### src/source/epb_pkg.sv
`default_nettype none

package epb_pkg;

  // widths of the external processor bus
  localparam int epb_addr_bits = 23;
  localparam int epb_gp_bits   = 6;
  localparam int epb_data_bits = 16;
  localparam int epb_be_bits   = 2;

  // half-word address, bit 0 set selects the low OPB half
  typedef logic [epb_addr_bits-1:0] epb_addr_t;

  // general-purpose address bits, only the low three reach the OPB
  typedef logic [epb_gp_bits-1:0] epb_gp_t;

  typedef logic [epb_data_bits-1:0] epb_data_t;

  // active low, one per byte of the half-word
  typedef logic [epb_be_bits-1:0] epb_be_t;

  // read back when no reply was captured
  localparam epb_data_t epb_idle_data = 16'hc0de;

  // read back after the transfer timed out
  localparam epb_data_t epb_fault_data = 16'hdead;

endpackage

`default_nettype wire

### src/source/opb_pkg.sv
`default_nettype none

package opb_pkg;

  // OPB bit 0 is the msb, so bit 31 of a descending bus is OPB bit 0
  localparam int opb_addr_bits = 32;
  localparam int opb_data_bits = 32;
  localparam int opb_be_bits   = 4;

  typedef logic [opb_addr_bits-1:0] opb_addr_t;

  typedef logic [opb_data_bits-1:0] opb_data_t;

  typedef logic [opb_be_bits-1:0] opb_be_t;

  // one EPB half-word occupies half of an OPB word
  localparam int opb_half_bits = opb_data_bits / 2;

  // transfer controller states
  typedef enum logic {
    xfer_idle = 1'b0,
    xfer_wait = 1'b1
  } xfer_state_e;

  // width of the reply timeout counter
  // the top bit sets after 512 cycles in wait
  localparam int opb_timeout_bits = 10;

  // byte lanes asserted for a half-word read
  localparam opb_be_t opb_be_hi_half = 4'b1100;
  localparam opb_be_t opb_be_lo_half = 4'b0011;

endpackage

`default_nettype wire

### src/source/epb_capture.sv
`timescale 1ns/1ps
`default_nettype none

module epb_capture (
  input  logic               OPB_Clk,
  input  logic               arst_n,
  input  logic               epb_cs_n,
  input  logic               epb_oe_n,
  input  logic               epb_r_w_n,
  input  epb_pkg::epb_be_t   epb_be_n,
  input  epb_pkg::epb_addr_t epb_addr,
  input  epb_pkg::epb_gp_t   epb_addr_gp,
  input  epb_pkg::epb_data_t epb_data_i,
  output logic               cs_n_q,
  output logic               oe_n_q,
  output logic               r_w_n_q,
  output epb_pkg::epb_be_t   be_n_q,
  output epb_pkg::epb_addr_t addr_q,
  output epb_pkg::epb_gp_t   gp_q,
  output epb_pkg::epb_data_t data_q,
  output logic               trans_strb,
  output logic               epb_data_oe_n
);

  logic prev_cs_n;

  // strobes come up inactive after reset
  always_ff @(posedge OPB_Clk or negedge arst_n) begin
    if (!arst_n) begin
      cs_n_q    <= 1'b1;
      prev_cs_n <= 1'b1;
      oe_n_q    <= 1'b1;
      r_w_n_q   <= 1'b1;
    end else begin
      cs_n_q    <= epb_cs_n;
      prev_cs_n <= cs_n_q;
      oe_n_q    <= epb_oe_n;
      r_w_n_q   <= epb_r_w_n;
    end
  end

  // address and data pins, one register stage at the pads
  always_ff @(posedge OPB_Clk) begin
    be_n_q <= epb_be_n;
    addr_q <= epb_addr;
    gp_q   <= epb_addr_gp;
    data_q <= epb_data_i;
  end

  // one cycle pulse on the falling edge of the captured chip select
  assign trans_strb = prev_cs_n & ~cs_n_q;

  // drive the data pins only for a selected read with output enable low
  assign epb_data_oe_n = ~r_w_n_q | cs_n_q | oe_n_q;

endmodule

`default_nettype wire

### src/source/epb_opb_bridge.sv
`timescale 1ns/1ps
`default_nettype none

module epb_opb_bridge (
  input  logic               epb_cs_n,
  input  logic               epb_oe_n,
  input  logic               epb_r_w_n,
  input  epb_pkg::epb_be_t   epb_be_n,
  input  epb_pkg::epb_addr_t epb_addr,
  input  epb_pkg::epb_gp_t   epb_addr_gp,
  input  epb_pkg::epb_data_t epb_data_i,
  output epb_pkg::epb_data_t epb_data_o,
  output logic               epb_data_oe_n,
  output logic               epb_rdy,
  output logic               epb_rdy_oe,

  input  logic               OPB_Clk,
  input  logic               arst_n,
  input  logic               opb_rst,
  output logic               m_request,
  output logic               m_bus_lock,
  output logic               m_select,
  output logic               m_rnw,
  output logic               m_seq_addr,
  output opb_pkg::opb_be_t   m_be,
  output opb_pkg::opb_data_t m_dbus,
  output opb_pkg::opb_addr_t m_abus,
  // grant is ignored, the bridge holds the bus locked
  input  logic               opb_mgrant,
  input  logic               opb_xfer_ack,
  input  logic               opb_err_ack,
  input  logic               opb_retry,
  input  logic               opb_timeout,
  input  opb_pkg::opb_data_t opb_dbus
);

  import epb_pkg::*;
  import opb_pkg::*;

  logic        r_w_n_q;
  epb_be_t     be_n_q;
  epb_addr_t   addr_q;
  epb_gp_t     gp_q;
  epb_data_t   data_q;
  logic        trans_strb;
  xfer_state_e state;
  logic        timed_out;

  // single master, no bursts
  assign m_request  = 1'b1;
  assign m_bus_lock = 1'b1;
  assign m_seq_addr = 1'b0;

  assign epb_rdy_oe = ~epb_cs_n;

  // captured chip select and output enable only feed the data output enable
  epb_capture u_epb_capture (
    .OPB_Clk       (OPB_Clk),
    .arst_n        (arst_n),
    .epb_cs_n      (epb_cs_n),
    .epb_oe_n      (epb_oe_n),
    .epb_r_w_n     (epb_r_w_n),
    .epb_be_n      (epb_be_n),
    .epb_addr      (epb_addr),
    .epb_addr_gp   (epb_addr_gp),
    .epb_data_i    (epb_data_i),
    .cs_n_q        (),
    .oe_n_q        (),
    .r_w_n_q       (r_w_n_q),
    .be_n_q        (be_n_q),
    .addr_q        (addr_q),
    .gp_q          (gp_q),
    .data_q        (data_q),
    .trans_strb    (trans_strb),
    .epb_data_oe_n (epb_data_oe_n)
  );

  opb_request_mapper u_opb_request_mapper (
    .m_select (m_select),
    .r_w_n_q  (r_w_n_q),
    .addr_q   (addr_q),
    .gp_q     (gp_q),
    .be_n_q   (be_n_q),
    .data_q   (data_q),
    .m_rnw    (m_rnw),
    .m_abus   (m_abus),
    .m_be     (m_be),
    .m_dbus   (m_dbus)
  );

  opb_xfer_ctrl u_opb_xfer_ctrl (
    .OPB_Clk      (OPB_Clk),
    .arst_n       (arst_n),
    .opb_rst      (opb_rst),
    .trans_strb   (trans_strb),
    .opb_xfer_ack (opb_xfer_ack),
    .opb_err_ack  (opb_err_ack),
    .opb_retry    (opb_retry),
    .opb_timeout  (opb_timeout),
    .m_select     (m_select),
    .state        (state),
    .timed_out    (timed_out)
  );

  epb_reply_stage u_epb_reply_stage (
    .OPB_Clk      (OPB_Clk),
    .arst_n       (arst_n),
    .epb_cs_n     (epb_cs_n),
    .lane_lo      (addr_q[0]),
    .timed_out    (timed_out),
    .opb_xfer_ack (opb_xfer_ack),
    .opb_err_ack  (opb_err_ack),
    .opb_retry    (opb_retry),
    .opb_timeout  (opb_timeout),
    .state        (state),
    .opb_dbus     (opb_dbus),
    .epb_data_o   (epb_data_o),
    .epb_rdy      (epb_rdy)
  );

endmodule

`default_nettype wire

### src/source/epb_reply_stage.sv
`timescale 1ns/1ps
`default_nettype none

module epb_reply_stage (
  input  logic                 OPB_Clk,
  input  logic                 arst_n,
  input  logic                 epb_cs_n,
  input  logic                 lane_lo,
  input  logic                 timed_out,
  input  logic                 opb_xfer_ack,
  input  logic                 opb_err_ack,
  input  logic                 opb_retry,
  input  logic                 opb_timeout,
  input  opb_pkg::xfer_state_e state,
  input  opb_pkg::opb_data_t   opb_dbus,
  output epb_pkg::epb_data_t   epb_data_o,
  output logic                 epb_rdy
);

  import epb_pkg::*;
  import opb_pkg::*;

  logic      reply_seen;
  epb_data_t reply_half;
  epb_data_t data_q;
  logic      rdy_q;

  // a reply only counts while the controller is waiting for one
  assign reply_seen = (state == xfer_wait) &&
                      (opb_xfer_ack | opb_err_ack | opb_retry | opb_timeout);

  assign reply_half = lane_lo ? opb_dbus[opb_half_bits-1:0] :
                                opb_dbus[opb_data_bits-1:opb_half_bits];

  // idle pattern unless this cycle ended a transfer
  always_ff @(posedge OPB_Clk or negedge arst_n) begin
    if (!arst_n) begin
      data_q <= epb_idle_data;
    end else begin
      data_q <= epb_idle_data;
      if (timed_out) begin
        data_q <= epb_fault_data;
      end
      if (reply_seen) begin
        data_q <= reply_half;
      end
    end
  end

  // ready stays set until the processor drops chip select
  always_ff @(posedge OPB_Clk or negedge arst_n) begin
    if (!arst_n) begin
      rdy_q <= 1'b0;
    end else if (epb_cs_n) begin
      rdy_q <= 1'b0;
    end else begin
      rdy_q <= rdy_q | reply_seen | timed_out;
    end
  end

  // pins change half a cycle later, away from the processor sample point
  always_ff @(negedge OPB_Clk or negedge arst_n) begin
    if (!arst_n) begin
      epb_data_o <= epb_idle_data;
      epb_rdy    <= 1'b0;
    end else begin
      epb_data_o <= data_q;
      epb_rdy    <= rdy_q;
    end
  end

endmodule

`default_nettype wire

### src/source/opb_request_mapper.sv
`timescale 1ns/1ps
`default_nettype none

module opb_request_mapper (
  input  logic               m_select,
  input  logic               r_w_n_q,
  input  epb_pkg::epb_addr_t addr_q,
  input  epb_pkg::epb_gp_t   gp_q,
  input  epb_pkg::epb_be_t   be_n_q,
  input  epb_pkg::epb_data_t data_q,
  output logic               m_rnw,
  output opb_pkg::opb_addr_t m_abus,
  output opb_pkg::opb_be_t   m_be,
  output opb_pkg::opb_data_t m_dbus
);

  import opb_pkg::*;

  opb_addr_t word_addr;
  opb_be_t   lane_be;
  opb_data_t lane_data;
  logic      lane_lo;

  // word-aligned byte address, top five bits unused
  assign word_addr = {5'b0, gp_q[2:0], addr_q[22:1], 2'b00};

  // odd half-word addresses live in OPB bits 16 to 31
  assign lane_lo = addr_q[0];

  always_comb begin
    if (r_w_n_q) begin
      // reads fetch the whole half-word
      lane_be   = lane_lo ? opb_be_lo_half : opb_be_hi_half;
      lane_data = '0;
    end else if (lane_lo) begin
      lane_be   = {2'b00, ~be_n_q};
      lane_data = {{opb_half_bits{1'b0}}, data_q};
    end else begin
      lane_be   = {~be_n_q, 2'b00};
      lane_data = {data_q, {opb_half_bits{1'b0}}};
    end
  end

  // the OPB requires zeros from a master that is not selected
  always_comb begin
    if (m_select) begin
      m_rnw  = r_w_n_q;
      m_abus = word_addr;
      m_be   = lane_be;
      m_dbus = lane_data;
    end else begin
      m_rnw  = 1'b0;
      m_abus = '0;
      m_be   = '0;
      m_dbus = '0;
    end
  end

endmodule

`default_nettype wire

### src/source/opb_xfer_ctrl.sv
`timescale 1ns/1ps
`default_nettype none

module opb_xfer_ctrl (
  input  logic                 OPB_Clk,
  input  logic                 arst_n,
  input  logic                 opb_rst,
  input  logic                 trans_strb,
  input  logic                 opb_xfer_ack,
  input  logic                 opb_err_ack,
  input  logic                 opb_retry,
  input  logic                 opb_timeout,
  output logic                 m_select,
  output opb_pkg::xfer_state_e state,
  output logic                 timed_out
);

  import opb_pkg::*;

  logic                        select_q;
  logic                        reply;
  logic [opb_timeout_bits-1:0] timeout_cnt;

  // any of these ends the current transfer
  assign reply = opb_xfer_ack | opb_err_ack | opb_retry | opb_timeout;

  assign timed_out = (state == xfer_wait) && timeout_cnt[opb_timeout_bits-1];

  // select goes out in the strobe cycle itself, the register holds it after
  assign m_select = select_q | ((state == xfer_idle) && trans_strb);

  always_ff @(posedge OPB_Clk or negedge arst_n) begin
    if (!arst_n) begin
      state    <= xfer_idle;
      select_q <= 1'b0;
    end else if (opb_rst) begin
      state    <= xfer_idle;
      select_q <= 1'b0;
    end else begin
      case (state)
        xfer_idle: begin
          if (trans_strb) begin
            state    <= xfer_wait;
            select_q <= 1'b1;
          end
        end
        xfer_wait: begin
          if (reply || timed_out) begin
            state    <= xfer_idle;
            select_q <= 1'b0;
          end
        end
        default: begin
          state    <= xfer_idle;
          select_q <= 1'b0;
        end
      endcase
    end
  end

  // counts cycles spent waiting for the slave
  always_ff @(posedge OPB_Clk or negedge arst_n) begin
    if (!arst_n) begin
      timeout_cnt <= '0;
    end else if ((state == xfer_idle) && trans_strb) begin
      timeout_cnt <= '0;
    end else if (state == xfer_wait) begin
      timeout_cnt <= timeout_cnt + 1'b1;
    end
  end

endmodule

`default_nettype wire

### config.mk
export PLATFORM = sky130hd
export DESIGN_NAME = epb_opb_bridge
export DESIGN_NICKNAME = d
export VERILOG_FILES = /design/src/source/epb_pkg.sv /design/src/source/opb_pkg.sv /design/src/source/epb_capture.sv /design/src/source/epb_opb_bridge.sv /design/src/source/epb_reply_stage.sv /design/src/source/opb_request_mapper.sv /design/src/source/opb_xfer_ctrl.sv
export SDC_FILE = /design/constraint.sdc
export NUM_CORES = 1
export LEC_CHECK = 0
export BUFFER_PORTS_ARGS = -buffer_cell sky130_fd_sc_hd__buf_2
export CORE_MARGIN = 2
export CORE_UTILIZATION = 47
export CTS_BUF_LIST = sky130_fd_sc_hd__clkbuf_8
export DETAILED_ROUTE_END_ITERATION = 16
export PLACE_DENSITY = 0.84
export SLEW_MARGIN = 0
export SYNTH_ARGS = -nofsm -noshare
export SYNTH_HDL_FRONTEND = slang
export SYNTH_HIERARCHICAL = 1
export SYNTH_SLANG_ARGS = --single-unit
### constraint.sdc
create_clock -name OPB_Clk -period 1.85 [get_ports OPB_Clk]
set_input_delay 0.185 -clock OPB_Clk [delete_from_list [all_inputs] [get_ports OPB_Clk]]
set_output_delay 0.185 -clock OPB_Clk [all_outputs]
set_load 0.005 [all_outputs]
==> impl_metrics.py <==
metrics = {
    "clock_tree": {
        "clockBufferDepth": 2,
        "clk_pin_slew_ns": 0.10,
        "clk_latency_ns": 0.40,
        "cts_tree": "yes",
        "cts_buffers": 9,
        "clock_sinks": 94,
        "ctsHtreeMaxLevel": 3,
        "root_buffer": "clkbuf_8",
    },
    "sta": {
        "grt_setup_unrepaired": "true",
        "whs_ns": 0.0442,
        "slew_viol_final": 0,
        "slew-limit-headroom_pct": 52.7,
        "finalWorstSetupSlack_ns": -0.282,
        "setup_viol": 79,
        "tightestPinTransition_ns": 0.709,
        "hold_viol": 0,
        "clock_skew_ns": 0.0515,
    },
    "critical_path": {
        "slowest_delay_ns": 0.53,
        "cp_data_required_time_ns": 1.66,
        "arrival_ns": 1.95,
        "path_max_fanout": 1,
        "reg2reg_to": "u_epb_reply_stage/data_q[11]",
        "reg2reg_from": "u_epb_capture/addr_q[0]",
        "reg2reg_slack_ns": 0.24,
        "cpMaxStageDelayCell": "dfstp_2",
        "crit_chain": "buf_6",
        "critPathBufInv": 1,
        "rr_worst_depth": 2,
        "critPathKind": "flop to output port",
        "worstSetupStartpointType": "flop",
        "cp-end-kind": "output port",
        "cp_top_family": "flip-flops",
    },
    "pwr": {
        "powerDensity_mw_per_mm2": 753,
        "ir_drop_mv": 0.394,
        "power.total_mw": 4.42,
        "p_leak_nw": 2.83,
    },
    "placed_design": {
        "dp_hpwl_mm": 5.70,
        "gp_congestion": 0.735,
        "io_buffers": 167,
        "dp.cells": 541,
    },
    "logic_synthesis": {
        "avgSynthCellArea_sq_um": 12.3,
        "yosysWarningCount": 6,
        "postSynthCellCount": 280,
        "mappedNetlistArea_sq_mm": 0.00344,
    },
    "final_layout": {
        "final_nets": 620,
        "area_delta_synth_final_pct": 70.4,
        "drive_gt1_share_pct": 59.2,
        "antenna_cells": 0,
        "final_common_cell": "buf_2",
        "final_core_util_pct": 81.7,
        "fillers": 349,
        "regArea_sq_mm": 0.00216,
        "final_cell_mix": "buf_2, dlygate4sd3_1, dfxtp_1, buf_6, and2_4",
        "multiInputGateArea_sq_mm": 0.00148,
        "stdcell_count": 633,
    },
    "route": {
        "final_antenna_net_count": 0,
        "first_pass_iters": 4,
        "vias": 3187,
        "route.detailed.drc": 0,
        "drt_iter0_drc": 171,
        "avgRoutedWirePerCell_um": 19.6,
        "wirelength_mm": 12.4,
        "via_per_inst": 5.03,
    },
    "run_status": {
        "status": "finished, violations left",
        "violations": "setup timing",
    },
    "global_routing": {
        "grt-ovfl-total": 0,
        "grt_use_total_pct": 22.5,
        "grt_pass1_vias": 2834,
        "antenna_found_initial": 0,
        "grt_pass1_wl_mm": 13.4,
        "grt_max_degree": 21,
    },
    "floorplan": {
        "rows": 31,
        "die_h_um": 89.6,
        "core-area_sq_mm": 0.00718,
        "initial_utilization_pct": 48.0,
        "die_area_sq_mm": 0.00802,
        "ios": 182,
        "fp.dieW_um": 89.6,
    },
    "worst_hold_path": {
        "whs_path_depth": 3,
        "hold_class": "input pin to flop",
        "min_from": "opb_dbus[23]",
        "whs_endpoint": "u_epb_reply_stage/data_q[7]",
    },
    "run": {
        "drv_cap": 0,
    },
}
## flip-flops by register name (all words and copies together), names as in the netlist, 2 cells and up
name and count:
u_epb_reply_stage/epb_data_o 16, u_opb_xfer_ctrl/timeout_cnt 10, u_epb_capture/data_q 16, u_epb_capture/be_n_q 2, u_epb_reply_stage/data_q 16, u_epb_capture/gp_q 3
u_epb_capture/addr_q 23
## where the power goes
group,leakage (nW),internal [mW],switching (mW)
Combinational,1.69,0.463,0.350
Sequential,0.995,2.14,0.0605
Clock,0.145,0.556,0.844
## worst max path at each step
stage,from,endpoint,slack [ns],depth (start not counted)
final,u_epb_reply_stage/epb_data_o[7],epb_data_o[7],-0.28,1
after global routing,u_epb_reply_stage/epb_data_o[7],epb_data_o[7],-0.32,1
after CTS,u_epb_reply_stage/epb_data_o[6],epb_data_o[6],-0.28,1
after detailed placement,u_epb_capture/prev_cs_n,m_dbus[13],-0.03,6
after global placement,u_epb_capture/prev_cs_n,m_dbus[3],0.07,6
after floorplan,u_epb_capture/prev_cs_n,m_dbus[22],0.07,9
## repair_timing
item                                   in CTS  in global routing
cloned                                      6                  3
resized for setup                          44                 91
endpoints found under the hold margin      52                  0
pin swaps                                  28                  8
setup endpoints to repair                  80                 81
buffers inserted                           10                  6
hold buffers                               49                  0
## stage by stage
stage	TNS, ns	setup slack, ns	instance area, sq um
floorplan	0	0.0687	3470
global placement	0	0.0679	4350
detailed placement	-0.0570	-0.0284	4350
CTS	-9.12	-0.279	5480
global route	-13.66	-0.325	5860
finish	-9.38	-0.282	5860
## metal layers
metal / wire length (um) / vias to the layer above / track usage, %
li1: - / 1408 / -
met1: 4380 / 1507 / 25.0
met2: 6340 / 218 / 39.8
met3: 1170 / 54 / 6.67
met4: 521 / 0 / 10.2
met5: 0 / - / 0
## cell type report
| cell class | instances | area share, % |
|---|---|---|
| inverter | 2 | 0.128 |
| tap | 99 | 2.11 |
| clock buffer | 9 | 2.11 |
| clock inverter | 15 | 1.75 |
| multi-input combinational | 173 | 25.2 |
| timing repair buffer | 241 | 31.8 |
| sequential | 94 | 36.9 |
Note: power is estimated with default switching activity, not from simulation.
